==> config.mk <==
export PLATFORM = sky130hd
export DESIGN_NAME = trace_capture_top
export DESIGN_NICKNAME = d
export VERILOG_FILES = /design/src/source/trace_pkg.sv /design/src/source/trace_shift_buffer.sv /design/src/source/pattern_matcher.sv /design/src/source/capture_counters.sv /design/src/source/capture_fsm.sv /design/src/source/trigger_pulser.sv /design/src/source/trace_capture_top.sv
export SDC_FILE = /design/constraint.sdc
export NUM_CORES = 1
export LEC_CHECK = 0
export BUFFER_PORTS_ARGS = -buffer_cell sky130_fd_sc_hd__buf_2
export CAP_MARGIN = 15
export CORE_AREA = 2 2 238 240
export CTS_CLUSTER_DIAMETER = 30
export DETAILED_ROUTE_END_ITERATION = 8
export DIE_AREA = 0 0 240 242
export PLACE_DENSITY = 0.44
export RECOVER_POWER = 100
export SYNTH_ARGS = -nofsm -noshare
export SYNTH_HDL_FRONTEND = slang
export SYNTH_HIERARCHICAL = 1
export SYNTH_SLANG_ARGS = --single-unit
==> constraint.sdc <==
create_clock -name fe_clk -period 6.55 [get_ports fe_clk]
set_input_delay 0.3275 -clock fe_clk [delete_from_list [all_inputs] [get_ports fe_clk]]
set_output_delay 0.3275 -clock fe_clk [all_outputs]
set_load 0.01 [all_outputs]
==> src/source/trace_pkg.sv <==
// ============================================================================
// trace capture package
// widths, state and command encodings, and the packed records shared by
// the trace front end blocks
// ============================================================================
`default_nettype none

package trace_pkg;

  localparam int buffer_bytes   = 8;
  localparam int buffer_width   = buffer_bytes * 8;
  localparam int match_rules    = 4;
  localparam int rule_idx_width = 2;
  localparam int stamp_width    = 6;
  localparam int stamp_max      = 63;   // stamp saturates here
  localparam int hit_width      = 8;
  localparam int len_width      = 16;
  localparam int trig_cnt_width = 4;

  typedef enum logic [1:0] {
    st_idle      = 2'd0,
    st_armed     = 2'd1,
    st_capturing = 2'd2,
    st_done      = 2'd3
  } capture_state_e;

  // command field of a fifo word
  typedef enum logic [1:0] {
    fe_data  = 2'b00,   // plain captured byte
    fe_match = 2'b01    // byte that completed a rule match
  } fe_cmd_e;

  typedef struct packed {
    logic [buffer_width-1:0] pattern;
    logic [buffer_width-1:0] mask;
    logic                    enable;
  } match_rule_t;

  typedef struct packed {
    logic [len_width-1:0]      capture_len;   // words per capture, at least 1
    logic [trig_cnt_width-1:0] num_triggers;
    logic                      trigger_enable;
    logic                      capture_raw;   // also write non-matching bytes
  } capture_cfg_t;

  typedef struct packed {
    logic                      valid;
    logic                      hit;
    logic [rule_idx_width-1:0] rule;   // lowest matching rule
    logic [7:0]                data;
  } match_result_t;

  typedef struct packed {
    fe_cmd_e                   cmd;
    logic [rule_idx_width-1:0] rule;
    logic [stamp_width-1:0]    stamp;
    logic [7:0]                data;
  } fifo_word_t;

endpackage

`default_nettype wire

==> src/source/trace_shift_buffer.sv <==
// ============================================================================
// trace shift buffer
// keeps the last eight trace bytes, newest in the low byte, and flags the
// cycle after each shift for the matcher
// ============================================================================
`timescale 1ns/1ps
`default_nettype none

module trace_shift_buffer (
  input  logic                               fe_clk,
  input  logic                               reset,
  input  logic                               arm,
  input  logic [7:0]                         trace_byte,
  input  logic                               trace_valid,
  output logic [trace_pkg::buffer_width-1:0] buffer,
  output logic                               buffer_valid
);

  import trace_pkg::*;

  always_ff @(posedge fe_clk) begin
    if (reset || arm) begin
      buffer       <= '0;   // arm restarts the history
      buffer_valid <= 1'b0;
    end else begin
      buffer_valid <= trace_valid;
      if (trace_valid) begin
        buffer <= {buffer[buffer_width-9:0], trace_byte};
      end
    end
  end

endmodule

`default_nettype wire

==> src/source/pattern_matcher.sv <==
// ============================================================================
// pattern matcher
// masked compare of the trace buffer against every rule in parallel,
// registers the lowest hitting rule with the newest byte, and keeps a
// saturating hit count per rule
// ============================================================================
`timescale 1ns/1ps
`default_nettype none

module pattern_matcher (
  input  logic                               fe_clk,
  input  logic                               reset,
  input  logic                               arm,
  input  logic [trace_pkg::buffer_width-1:0] buffer,
  input  logic                               buffer_valid,
  input  trace_pkg::match_rule_t             rules [trace_pkg::match_rules],
  input  logic                               count_enable,
  output trace_pkg::match_result_t           result,
  output logic [trace_pkg::hit_width-1:0]    rule_hits [trace_pkg::match_rules]
);

  import trace_pkg::*;

  logic [match_rules-1:0]    hit_vec;
  logic [rule_idx_width-1:0] low_rule;

  logic                      res_valid;
  logic                      res_hit;
  logic [rule_idx_width-1:0] res_rule;
  logic [7:0]                res_data;

  // walk down so the lowest index wins
  always_comb begin
    hit_vec  = '0;
    low_rule = '0;
    for (int i = match_rules - 1; i >= 0; i--) begin
      hit_vec[i] = rules[i].enable &&
                   ((buffer & rules[i].mask) == (rules[i].pattern & rules[i].mask));
      if (hit_vec[i]) begin
        low_rule = rule_idx_width'(i);
      end
    end
  end

  always_ff @(posedge fe_clk) begin
    if (reset || arm) begin
      res_valid <= 1'b0;   // drops results in flight
    end else begin
      res_valid <= buffer_valid;
    end
  end

  always_ff @(posedge fe_clk) begin
    if (buffer_valid) begin
      res_hit  <= |hit_vec;
      res_rule <= low_rule;
      res_data <= buffer[7:0];   // byte just shifted in
    end
  end

  assign result = '{valid: res_valid, hit: res_hit, rule: res_rule, data: res_data};

  // every hitting rule counts, not only the lowest
  always_ff @(posedge fe_clk) begin
    if (reset || arm) begin
      for (int i = 0; i < match_rules; i++) begin
        rule_hits[i] <= '0;
      end
    end else if (buffer_valid && count_enable) begin
      for (int i = 0; i < match_rules; i++) begin
        if (hit_vec[i] && (rule_hits[i] != {hit_width{1'b1}})) begin
          rule_hits[i] <= rule_hits[i] + 1'b1;
        end
      end
    end
  end

endmodule

`default_nettype wire

==> src/source/capture_counters.sv <==
// ============================================================================
// capture counters
// saturating timestamp since the last written word, and the count of
// written words against the configured capture length
// ============================================================================
`timescale 1ns/1ps
`default_nettype none

module capture_counters (
  input  logic                              fe_clk,
  input  logic                              reset,
  input  logic                              start,
  input  logic                              write,
  input  logic [trace_pkg::len_width-1:0]   capture_len,
  output logic [trace_pkg::stamp_width-1:0] stamp,
  output logic                              last_word
);

  import trace_pkg::*;

  logic [len_width-1:0] word_cnt;

  // stamp reads as the cycle distance to the previous write
  always_ff @(posedge fe_clk) begin
    if (reset) begin
      stamp <= '0;
    end else if (write) begin
      stamp <= stamp_width'(1);
    end else if (stamp != stamp_width'(stamp_max)) begin
      stamp <= stamp + 1'b1;
    end
  end

  always_ff @(posedge fe_clk) begin
    if (reset || start) begin
      word_cnt <= '0;
    end else if (write) begin
      word_cnt <= word_cnt + 1'b1;
    end
  end

  // next write completes the capture
  assign last_word = (word_cnt == (capture_len - len_width'(1)));

endmodule

`default_nettype wire

==> src/source/capture_fsm.sv <==
// ============================================================================
// capture FSM
// idle, armed, capturing and done sequencing; picks the matcher results that
// become fifo words, packs and writes them, and flags dropped words
// ============================================================================
`timescale 1ns/1ps
`default_nettype none

module capture_fsm (
  input  logic                              fe_clk,
  input  logic                              reset,
  input  logic                              arm,
  input  trace_pkg::match_result_t          result,
  input  logic                              capture_raw,
  input  logic                              fifo_full,
  input  logic [trace_pkg::stamp_width-1:0] stamp,
  input  logic                              last_word,
  output trace_pkg::capture_state_e         state,
  output logic                              start,
  output logic                              write,
  output trace_pkg::fifo_word_t             fifo_word,
  output logic                              fifo_wr,
  output logic                              capture_done,
  output logic                              overflow
);

  import trace_pkg::*;

  capture_state_e cur;   // decision state, one cycle ahead of state
  logic           due;
  fe_cmd_e        word_cmd;

  always_comb begin
    due = 1'b0;
    if (result.valid && !arm) begin
      case (cur)
        st_armed:     due = result.hit;
        st_capturing: due = result.hit || capture_raw;
        default:      due = 1'b0;
      endcase
    end
  end

  assign write = due && !fifo_full;   // full fifo drops the word

  always_comb begin
    word_cmd = fe_data;
    if (result.hit) begin
      word_cmd = fe_match;
    end
  end

  always_ff @(posedge fe_clk) begin
    if (reset) begin
      cur <= st_idle;
    end else if (arm) begin
      cur <= st_armed;
    end else if (write) begin
      if (last_word) begin
        cur <= st_done;
      end else if (cur == st_armed) begin
        cur <= st_capturing;   // trigger word
      end
    end
  end

  // visible state follows the write that caused it
  always_ff @(posedge fe_clk) begin
    if (reset) begin
      state <= st_idle;
    end else if (arm) begin
      state <= st_armed;
    end else begin
      state <= cur;
    end
  end

  always_ff @(posedge fe_clk) begin
    if (reset) begin
      start   <= 1'b0;
      fifo_wr <= 1'b0;
    end else begin
      start   <= arm;
      fifo_wr <= write;
    end
  end

  always_ff @(posedge fe_clk) begin
    if (write) begin
      fifo_word.cmd   <= word_cmd;
      fifo_word.rule  <= result.rule;
      fifo_word.stamp <= (cur == st_armed) ? '0 : stamp;   // trigger has stamp 0
      fifo_word.data  <= result.data;
    end
  end

  always_ff @(posedge fe_clk) begin
    if (reset || arm) begin
      overflow <= 1'b0;
    end else if (due && fifo_full) begin
      overflow <= 1'b1;   // sticky until next arm
    end
  end

  assign capture_done = (state == st_done);

endmodule

`default_nettype wire

==> src/source/trigger_pulser.sv <==
// ============================================================================
// trigger pulser
// one registered trig_out pulse per qualifying hit, up to num_triggers
// pulses after each arm
// ============================================================================
`timescale 1ns/1ps
`default_nettype none

module trigger_pulser (
  input  logic                                 fe_clk,
  input  logic                                 reset,
  input  logic                                 arm,
  input  trace_pkg::match_result_t             result,
  input  trace_pkg::capture_state_e            state,
  input  logic                                 trigger_enable,
  input  logic [trace_pkg::trig_cnt_width-1:0] num_triggers,
  output logic                                 trig_out
);

  import trace_pkg::*;

  logic [trig_cnt_width-1:0] trig_cnt;   // pulses since arm
  logic                      fire;

  assign fire = result.valid && result.hit && !arm && trigger_enable &&
                ((state == st_armed) || (state == st_capturing)) &&
                (trig_cnt < num_triggers);

  always_ff @(posedge fe_clk) begin
    if (reset || arm) begin
      trig_cnt <= '0;
      trig_out <= 1'b0;
    end else begin
      trig_out <= fire;
      if (fire) begin
        trig_cnt <= trig_cnt + 1'b1;
      end
    end
  end

endmodule

`default_nettype wire

==> src/source/trace_capture_top.sv <==
// ============================================================================
// trace capture top
// trace front end: shift buffer, pattern matcher, capture FSM with its
// counters, and the trigger pulser, all on fe_clk
// ============================================================================
`timescale 1ns/1ps
`default_nettype none

module trace_capture_top (
  input  logic                            fe_clk,
  input  logic                            reset,
  input  logic [7:0]                      trace_byte,
  input  logic                            trace_valid,
  input  logic                            arm,
  input  trace_pkg::capture_cfg_t         cfg,
  input  trace_pkg::match_rule_t          rules [trace_pkg::match_rules],
  input  logic                            fifo_full,
  output trace_pkg::fifo_word_t           fifo_word,
  output logic                            fifo_wr,
  output logic                            trig_out,
  output trace_pkg::capture_state_e       state,
  output logic                            capture_done,
  output logic                            overflow,
  output logic [trace_pkg::hit_width-1:0] rule_hits [trace_pkg::match_rules]
);

  import trace_pkg::*;

  logic [buffer_width-1:0] buffer;
  logic                    buffer_valid;
  match_result_t           result;
  logic                    count_enable;
  logic                    start;
  logic                    write;
  logic [stamp_width-1:0]  stamp;
  logic                    last_word;

  assign count_enable = (state == st_armed) || (state == st_capturing);

  trace_shift_buffer u_trace_shift_buffer (
    .fe_clk       (fe_clk),
    .reset        (reset),
    .arm          (arm),
    .trace_byte   (trace_byte),
    .trace_valid  (trace_valid),
    .buffer       (buffer),
    .buffer_valid (buffer_valid)
  );

  pattern_matcher u_pattern_matcher (
    .fe_clk       (fe_clk),
    .reset        (reset),
    .arm          (arm),
    .buffer       (buffer),
    .buffer_valid (buffer_valid),
    .rules        (rules),
    .count_enable (count_enable),
    .result       (result),
    .rule_hits    (rule_hits)
  );

  capture_fsm u_capture_fsm (
    .fe_clk       (fe_clk),
    .reset        (reset),
    .arm          (arm),
    .result       (result),
    .capture_raw  (cfg.capture_raw),
    .fifo_full    (fifo_full),
    .stamp        (stamp),
    .last_word    (last_word),
    .state        (state),
    .start        (start),
    .write        (write),
    .fifo_word    (fifo_word),
    .fifo_wr      (fifo_wr),
    .capture_done (capture_done),
    .overflow     (overflow)
  );

  capture_counters u_capture_counters (
    .fe_clk      (fe_clk),
    .reset       (reset),
    .start       (start),
    .write       (write),
    .capture_len (cfg.capture_len),
    .stamp       (stamp),
    .last_word   (last_word)
  );

  trigger_pulser u_trigger_pulser (
    .fe_clk         (fe_clk),
    .reset          (reset),
    .arm            (arm),
    .result         (result),
    .state          (state),
    .trigger_enable (cfg.trigger_enable),
    .num_triggers   (cfg.num_triggers),
    .trig_out       (trig_out)
  );

endmodule

`default_nettype wire

### After elaboration in Yosys (flattened, before gate mapping)

Cells that the tools add are included.
W data, S select, Z words.

| storage, ports and cells | value |
|---|---|
| register bits after elaboration | 161 |
| latch bits | 0 |
| memory bits (writable) | 0 |
| memory bits (read-only) | 0 |
| input port bits | 551 |
| word-level logic and storage cells | 109 |
| memories kept | 0 |

| cells by class | value |
|---|---|
| add/sub/neg operators | 8 |
| multipliers | 0 |
| divide/modulo/power cells | 0 |
| order comparisons | 1 |
| eq/ne operators | 15 |
| shift-type cells | 0 |
| mux-type cells | 13 |
| bitwise operators | 8 |
| reduce and logical (&&, ||, !) cells | 37 |

Operators by type and width:

| kind | count |
|---|---|
| $and A64 B64 Y64 | 8 |
| $eq A64 B64 Y1 | 4 |
| $add A8 B1 Y8 const B | 4 |
| $ne A8 B8 Y1 const B | 4 |
| $logic_and A1 B1 Y1 | 17 |
| $add A16 B1 Y16 const B | 1 |
| $eq A16 B16 Y1 | 1 |
| $sub A16 B1 Y16 const B | 1 |
| $reduce_and A2 Y1 | 6 |
| $mux W1 | 8 |
| $mux W2 | 4 |
| $add A6 B1 Y6 const B | 1 |
| $eq A2 B2 Y1 const B | 3 |
| $ne A6 B6 Y1 const B | 1 |
| $reduce_bool A2 Y1 | 3 |
| $reduce_or A2 Y1 | 3 |
| $add A4 B1 Y4 const B | 1 |
| $eq A2 B1 Y1 const B | 2 |
| $logic_or A1 B1 Y1 | 4 |
| $lt A4 B4 Y1 | 1 |
| $reduce_or A4 Y1 | 1 |
| $reduce_bool A3 Y1 | 1 |
| $logic_not A1 Y1 | 2 |
| $pmux W1 S2 | 1 |

### Longest topological paths before layout

Gate-level depths: netlist (run 1).

| logic depth | value |
|---|---|
| depth after elaboration | 6 |
| mapped depth | 12 |

### Cells and area by module

Netlist (run 1), hierarchy kept.

By module, submodules not included:

| module | times used | cells an instance | area each (sq um) |
|---|---|---|---|
| pattern_matcher | 1 | 628 | 5442.7 |
| trace_shift_buffer | 1 | 210 | 2304.7 |
| capture_counters | 1 | 193 | 1550.2 |
| capture_fsm | 1 | 58 | 867.1 |
| trigger_pulser | 1 | 36 | 326.6 |
| trace_capture_top | 1 | 1 | 8.8 |

### Worst setup path before layout (run 1)

No wires, ideal clock.

| timing path | value |
|---|---|
| path type | register to register |
| start | reg u_capture_fsm.cur[0] |
| end | reg u_capture_counters.word_cnt[13] |
| data arrival time | 3.119 ns |
| data required time | 6.480 ns |
| path slack | 3.361 ns |
| stages on the path, launching flop included | 12 |
| buffers on the path | 2 |
| cells stage by stage | dfxtp_1 -> inv_1 -> ha_1 -> or3b_4 -> or4_4 -> inv_1 -> clkbuf_1 -> and3_1 -> clkbuf_1 -> nand4_1 -> or3_1 -> a21oi_1 |

| between the ends | value |
|---|---|
| longest elaborated chain between the ends | 4 |

RTL lines:

| element | line | source |
|---|---|---|
| from (decl) | capture_fsm.sv:29 | `capture_state_e cur;` |
| from (signal assigned) | capture_fsm.sv:55 | `cur <= st_idle;` |
| from (signal assigned) | capture_fsm.sv:57 | `cur <= st_armed;` |
| from (signal assigned) | capture_fsm.sv:60 | `cur <= st_done;` |
| $eq A2 B2 Y1 or $eq A2 B1 Y1 (tied branches) | capture_fsm.sv:36 | `case (cur)` |
| $pmux W1 S2 (*) | capture_fsm.sv:36 |  |
| $mux W1 (*) | capture_fsm.sv:35 | `if (result.valid && !arm) begin` |
| $logic_and A1 B1 Y1 (*) | capture_fsm.sv:44 | `assign write = due && !fifo_full;` |
| via write | trace_capture_top.sv:34 | `logic write;` |
| to (signal assigned) | capture_counters.sv:38 | `word_cnt <= word_cnt + 1'b1;` |
| to (decl) | capture_counters.sv:21 | `logic [len_width-1:0] word_cnt;` |

The timed path passes the listed nets; every way through them passes the cells marked *.
A chain may end at the register's enable or synchronous reset.

### Final worst setup path (run 1)

| timing path | value |
|---|---|
| start | in arm |
| end | reg u_trace_shift_buffer/buffer[33] in the netlist's numbering |

| between the ends | value |
|---|---|
| longest elaborated chain between the ends | 1 |

RTL lines:

| element | line | source |
|---|---|---|
| from (decl) | trace_capture_top.sv:14 | `input logic arm,` |
| $logic_or A1 B1 Y1 | trace_shift_buffer.sv:22 | `if (reset \|\| arm) begin` |
| to (signal assigned) | trace_shift_buffer.sv:28 | `buffer <= {buffer[buffer_width-9:0], trace_byte};` |
| to (decl) | trace_shift_buffer.sv:15 | `output logic [trace_pkg::buffer_width-1:0] buffer,` |

Every way passes these cells.

==> results of run 1 <==
[per-layer routing]
metal | global-route usage (%) | vias to the layer above | wire length [microns]
li1 | - | 5341 | -
met1 | 28.8 | 5588 | 29200
met2 | 42.3 | 526 | 36600
met3 | 6.40 | 136 | 5140
met4 | 13.4 | 34 | 3340
met5 | 0 | - | 225
[worst max-delay path by stage]
| stage | startpoint | endpoint | slack (ps) | depth (start not counted) |
|---|---|---|---|---|
| after CTS | u_trace_shift_buffer/buffer[33]$_SDFFE_PP0P_ | u_pattern_matcher/rule_hits[6]$_SDFFE_PP0P_ | 2860 | 7 |
| final | arm | u_trace_shift_buffer/buffer[33]$_SDFFE_PP0P_ | 2120 | 3 |
| after floorplan | u_capture_fsm/cur[0]$_SDFFE_PP0P_ | u_capture_counters/word_cnt[13]$_SDFFE_PP0P_ | 3360 | 11 |
| after global routing | arm | u_trace_shift_buffer/buffer[53]$_SDFFE_PP0P_ | 1730 | 3 |
| after detailed placement | u_trace_shift_buffer/buffer[33]$_SDFFE_PP0P_ | u_pattern_matcher/rule_hits[6]$_SDFFE_PP0P_ | 2890 | 7 |
| after global placement | u_trace_shift_buffer/buffer[33]$_SDFFE_PP0P_ | u_pattern_matcher/rule_hits[6]$_SDFFE_PP0P_ | 2800 | 7 |
[sequential cells by signal, indices dropped and copies added (netlist names)]
name and count:
u_capture_counters/stamp 6, u_pattern_matcher/res_data 8, u_pattern_matcher/res_valid 1, u_trigger_pulser/trig_out 1
u_capture_fsm/overflow 1, u_capture_counters/word_cnt 16, u_capture_fsm/state 2, u_trace_shift_buffer/buffer 64
u_capture_fsm/start 1, u_trace_shift_buffer/buffer_valid 1, u_pattern_matcher/rule_hits 32, u_capture_fsm/fifo_word 17
u_capture_fsm/cur 2, u_capture_fsm/fifo_wr 1, u_trigger_pulser/trig_cnt 4, u_pattern_matcher/res_rule 2
u_pattern_matcher/res_hit 1
[area by class of cell]
type                    instances  area share [%]
flip-flops and latches        160            23.5
inverters                      15           0.379
well taps                     756            6.37
diodes                         20           0.337
clock inverters                15            1.01
multi-input cells             919            45.3
clock buffers                  17            2.87
repair buffers                615            20.3
[through the flow]
stage / area, sq um / worst slack [ps] / utilization, % / power (mW)
5_1_grt: 14800 / 1730 / 26.6 / 2.61
2_1_floorplan: 10500 / 3360 / - / 1.20
6_report: 14800 / 2120 / 26.6 / 2.51
3_3_place_gp: 14400 / 2800 / 25.8 / 1.50
3_5_place_dp: 14400 / 2890 / 25.8 / 1.49
4_1_cts: 14900 / 2860 / 26.8 / 2.55
[power breakdown]
part / internal, mW / switching (mW)
registers: 1.01 / 0.0113
clock network: 0.535 / 0.507
logic: 0.212 / 0.243
[synthesized netlist by cell type, types with 4 or more instances]
master | number | share of area, %
buf_4 | 4 | 0.29
and2_1 | 4 | 0.24
dfxtp_1 | 132 | 25
clkbuf_1 | 10 | 0.36
a22oi_1 | 104 | 7.4
xor2_1 | 283 | 24
or4_1 | 5 | 0.36
o21ai_0 | 21 | 1.0
mux2i_1 | 74 | 7.1
nand4_1 | 43 | 2.6
nand3_1 | 26 | 1.2
nor4_1 | 9 | 0.54
nor2b_1 | 6 | 0.36
edfxtp_1 | 28 | 8.0
a222oi_1 | 4 | 0.38
or3_1 | 16 | 0.95
o211ai_1 | 4 | 0.29
and3_1 | 21 | 1.3
buf_6 | 7 | 0.75
a22o_1 | 8 | 0.67
a21oi_1 | 26 | 1.2
a221oi_1 | 8 | 0.67
buf_2 | 10 | 0.48
nor3_1 | 13 | 0.62
inv_1 | 14 | 0.50
a21boi_0 | 4 | 0.29
a31oi_1 | 5 | 0.30
xnor2_1 | 15 | 1.3
nor2_1 | 112 | 4.0
nand2b_1 | 6 | 0.36
ha_1 | 13 | 1.5
a31o_2 | 4 | 0.33
nand2_1 | 33 | 1.2
o31ai_1 | 5 | 0.36
[critical path, stage by stage]
cell and delay, ps:
clkbuf_1 510, or2_0 3480, nor2_1 170
[cell families (layout without fill, tap and decap cells)]
kind of cell             Yosys count  count (layout)  synth area share, %
AND/OR/NAND/NOR                  322             322                 16.2
XOR/XNOR                         299             299                 25.1
AO/OA/AOI/OAI                    210             210                 14.5
flip-flops                       160             160                 33.2
multiplexers                      74              74                 7.05
buffers and inverters             47             662                 2.44
adder cells (fa/ha/maj)           13              13                 1.55
other                              1              21               0.0357
==> qor.csv, run 1 <==
metric;value;unit
Hold Path End;u_trace_shift_buffer/buffer[3]$_SDFFE_PP0P_;
Final Setup Violations;0;
Vias per Instance;4.62;
Die X;240;microns
final hold slack;84.0;ps
routability cong.;0.934;
Overall Global Routing Usage;25.0;%
P_leak;7.18;nW
Fillers;6189;
failing checks;capacitance limit, slew limit;
Worst EP required;6720;ps
power per cell area;169;mW/mm^2
Crit path arrival time;4600;ps
multi-input logic area;0.00672;sq mm
Total Neg Setup Slack;0;ps
vias in the first global route;11600;
storage element area;0.00348;sq mm
share of cells above drive strength 1;34.6;%
WL per Instance;29.6;microns
CTS buffer count;17;
Nets;2292;
# port buffers;605;
Synth Warn #;6;
R2R Setup Slk;2280;ps
Crit Path Category;input pin to flop;
Finished Layout Cells;2517;
Post-synth ARST share;0;%
die span in y;242;microns
Final ANT Viol Nets;0;
CTS max path bufs;2;
hold_buf cts;0;
Cell Rows;87;
worst-case reg-to-reg path depth;8;
FF-to-FF End;u_pattern_matcher/rule_hits[15]$_SDFFE_PP0P_;
Initial Util;18.8;%
Worst Hold Launch;trace_byte[3];
worst-margin pin slew;4820;ps
syn nets;1690;
TritonRoute pass-1 iters;5;
period utilisation layout;67.6;%
CTS Sinks;160;
Reg-to-Reg Start;u_trace_shift_buffer/buffer[0]$_SDFFE_PP0P_;
crit end category;flop;
Slew Viols, Final;66;
#FFs+latches synth;160;
CP Launch Type;input pin;
GRT Residual Overflow;0;
P&R area growth vs syn;41.4;%
CTS tree;done;
vias;11600;
Detailed Route Iter0 Violations;770;
clk_skew;11.8;ps
Max-Cap Viols;1;
prevailing post-synth register cell;dfxtp_1;
Synth Instances;1126;
placed insts;2465;
Die Area;0.0581;sq mm
status;finished, violations left;
Detailed Place HPWL;63600;microns
setup bufs post-CTS;0;
Relative slew margins;-222;%
IO Pins;607;
clk root buf;clkbuf_16;
DRC;0;
commonest non-fill, non-tap cell in the layout;buf_2;
VDD IR max;0.204;mV
worst-skew pair later-pin latency;490;ps
commonest cells after routing, fill and taps aside;548 x buf_2, 283 x xor2_1, 132 x dfxtp_1, 112 x nor2_1, 104 x a22oi_1;
post-synth cell types;70;
Critical Path Fanout Max;65;
RSZ-0062 raised after global routing;no;
Fin. Hold Viols;0;
Post-Route WL;74500;microns
Hold Path Stages;3;
Clock transition at path regs;70;ps
initial antenna violation count;58;
Post-synth EDFFs;28;
hold crit path type;input pin to flop;
fmax;226;MHz
mapped cell area;0.0105;sq mm
register area share after synthesis;33.2;%
post-CTS sizing;0;
first-pass GRT wire length;97100;microns
Tmin final;4430;ps
Mean Syn Cell Area;9.33;sq um
largest net degree at the start of global routing;66;
Core ar.;0.0557;sq mm
htree depth;4;
Power figures use the tool's default switching activity.
==> run 2, diff against run 1 <==
--- a/config.mk
+++ b/config.mk
@@ -7,11 +7,11 @@
 export LEC_CHECK = 0
 export BUFFER_PORTS_ARGS = -buffer_cell sky130_fd_sc_hd__buf_2
 export CAP_MARGIN = 15
-export CORE_AREA = 2 2 238 240
+export CORE_AREA = 2 2 235 237
 export CTS_CLUSTER_DIAMETER = 30
 export DETAILED_ROUTE_END_ITERATION = 8
-export DIE_AREA = 0 0 240 242
-export PLACE_DENSITY = 0.44
+export DIE_AREA = 0 0 237 239
+export PLACE_DENSITY = 0.45
 export RECOVER_POWER = 100
 export SYNTH_ARGS = -nofsm -noshare
 export SYNTH_HDL_FRONTEND = slang
==> constraint.sdc (replaced) <==
create_clock -name fe_clk -period 4.2 [get_ports fe_clk]
set_input_delay 0.21 -clock fe_clk [delete_from_list [all_inputs] [get_ports fe_clk]]
set_output_delay 0.21 -clock fe_clk [all_outputs]
set_load 0.01 [all_outputs]
==> qor.csv, run 2 (synthesis gave the netlist of run 1 again) <==
metric;value;unit
status;finished, violations left;
failing checks;capacitance limit, slew limit;
Worst EP required;4540;ps
Clock transition at path regs;70;ps
P&R area growth vs syn;42.2;%
CTS max path bufs;2;
Post-Route WL;74700;microns
CTS Sinks;160;
Critical Path Fanout Max;23;
Crit Path Category;flop to flop;
initial antenna violation count;67;
GRT Residual Overflow;0;
# port buffers;605;
worst-margin pin slew;3020;ps
R2R Setup Slk;740;ps
VDD IR max;0.277;mV
Die Area;0.0566;sq mm
RSZ-0062 raised after global routing;no;
clk_skew;15.2;ps
Worst Hold Launch;trace_byte[2];
Crit path arrival time;3800;ps
CP Launch Type;flop;
Final Setup Violations;0;
TritonRoute pass-1 iters;5;
Reg-to-Reg Start;u_capture_fsm/cur[0]$_SDFFE_PP0P_;
Place WS;917;ps
Detailed Route Iter0 Violations;886;
share of cells above drive strength 1;35.0;%
worst-case reg-to-reg path depth;9;
Overall Global Routing Usage;25.6;%
max reg flops;64;
Relative slew margins;-102;%
CTS buffer count;17;
crit end category;flop;
Vias per Instance;4.77;
htree depth;4;
Nets;2306;
Hold Path Stages;3;
Hold Path End;u_trace_shift_buffer/buffer[2]$_SDFFE_PP0P_;
die span in y;239;microns
Reg with most FFs;u_trace_shift_buffer/buffer;
Fin. Hold Viols;0;
power per cell area;264;mW/mm^2
top flop regs;u_trace_shift_buffer/buffer: 64 flops, u_pattern_matcher/rule_hits: 32 flops, u_capture_fsm/fifo_word: 17 flops;
Final ANT Viol Nets;0;
P_leak;7.27;nW
DRC;0;
CTS tree;done;
worst-skew pair later-pin latency;460;ps
commonest cells after routing, fill and taps aside;549 x buf_2, 283 x xor2_1, 132 x dfxtp_1, 112 x nor2_1, 104 x a22oi_1;
hold crit path type;input pin to flop;
FF-to-FF End;u_capture_counters/word_cnt[3]$_SDFFE_PP0P_;
IO Pins;607;
period utilisation layout;82.4;%
commonest non-fill, non-tap cell in the layout;buf_2;
first-pass GRT wire length;97900;microns
fmax;289;MHz
Core ar.;0.0543;sq mm
WL per Instance;30.0;microns
Detailed Place HPWL;64100;microns
Max-Cap Viols;1;
Setup WS post-layout;740;ps
routability cong.;1.01;
Cell Rows;86;
largest net degree at the start of global routing;66;
vias;11900;
clk root buf;clkbuf_16;
Slew Viols, Final;66;
Die X;237;microns
Tmin final;3460;ps
Total Neg Setup Slack;0;ps
vias in the first global route;11800;
Initial Util;19.3;%
run 2: critical path, cell delays in order, from the launching register on:
cell      delay, ps
dfxtp_1         390
inv_1            70
ha_1            280
or3b_1          390
or4_1           510
inv_1           140
clkbuf_1       1070
nand4_1         220
xor2_1          210
nor2_1           50
run 2: area by class of cell:
cell class	count	area, sq um
tap	704	881
multi-input combinational	919	6730
clock buffer	18	450
timing repair buffer	629	3120
inverter	15	56.3
sequential	160	3480
clock inverter	14	144
antenna	27	67.6
fill	5952	39400
run 2: report_power, final:
part	internal [mW]	switching, mW
Sequential	1.57	0.0204
Combinational	0.334	0.380
Clock	0.872	0.770
Total	2.77	1.17
run 2: repair_timing:
item,in CTS,in global routing
endpoints found under the hold margin,1,0
setup endpoints to repair,0,0
gates resized for setup,0,0
setup buffers,0,0
hold buffers,1,0
run 2: how the worst max path moves through the flow:
stage	cells after the start	from	slack [ps]	end
floorplan	11	u_capture_fsm/cur[0]$_SDFFE_PP0P_	1010	u_capture_counters/word_cnt[13]$_SDFFE_PP0P_
global placement	7	u_trace_shift_buffer/buffer[35]$_SDFFE_PP0P_	870	u_pattern_matcher/rule_hits[6]$_SDFFE_PP0P_
detailed placement	7	u_trace_shift_buffer/buffer[35]$_SDFFE_PP0P_	920	u_pattern_matcher/rule_hits[6]$_SDFFE_PP0P_
CTS	7	u_trace_shift_buffer/buffer[35]$_SDFFE_PP0P_	910	u_pattern_matcher/rule_hits[6]$_SDFFE_PP0P_
global route	9	u_capture_fsm/cur[0]$_SDFFE_PP0P_	470	u_capture_counters/word_cnt[3]$_SDFFE_PP0P_
finish	9	u_capture_fsm/cur[0]$_SDFFE_PP0P_	740	u_capture_counters/word_cnt[3]$_SDFFE_PP0P_
run 2: per-stage QoR:
| stage | hold WS [ps] | area [sq um] | instances | util [%] | total power [mW] |
|---|---|---|---|---|---|
| after detailed placement | 405 | 14400 | 2426 | 26.5 | 2.33 |
| final | 28.3 | 14900 | 2486 | 27.5 | 3.94 |
| after global placement | 400 | 14400 | 2426 | 26.5 | 2.34 |
| after global routing | 13.5 | 14900 | 2471 | 27.4 | 4.10 |
| after floorplan | 282 | 10500 | 1126 | - | 1.88 |
| after CTS | 7.35 | 15000 | 2459 | 27.6 | 3.99 |
run 2: layer usage:
metal	vias to the layer above	part of all wire (%)	GRT usage (%)
met5	-	0.29	0
met4	36	4.1	11.3
met3	134	7.9	6.95
met2	562	48	43.6
met1	5766	39	30.1
li1	5370	-	-
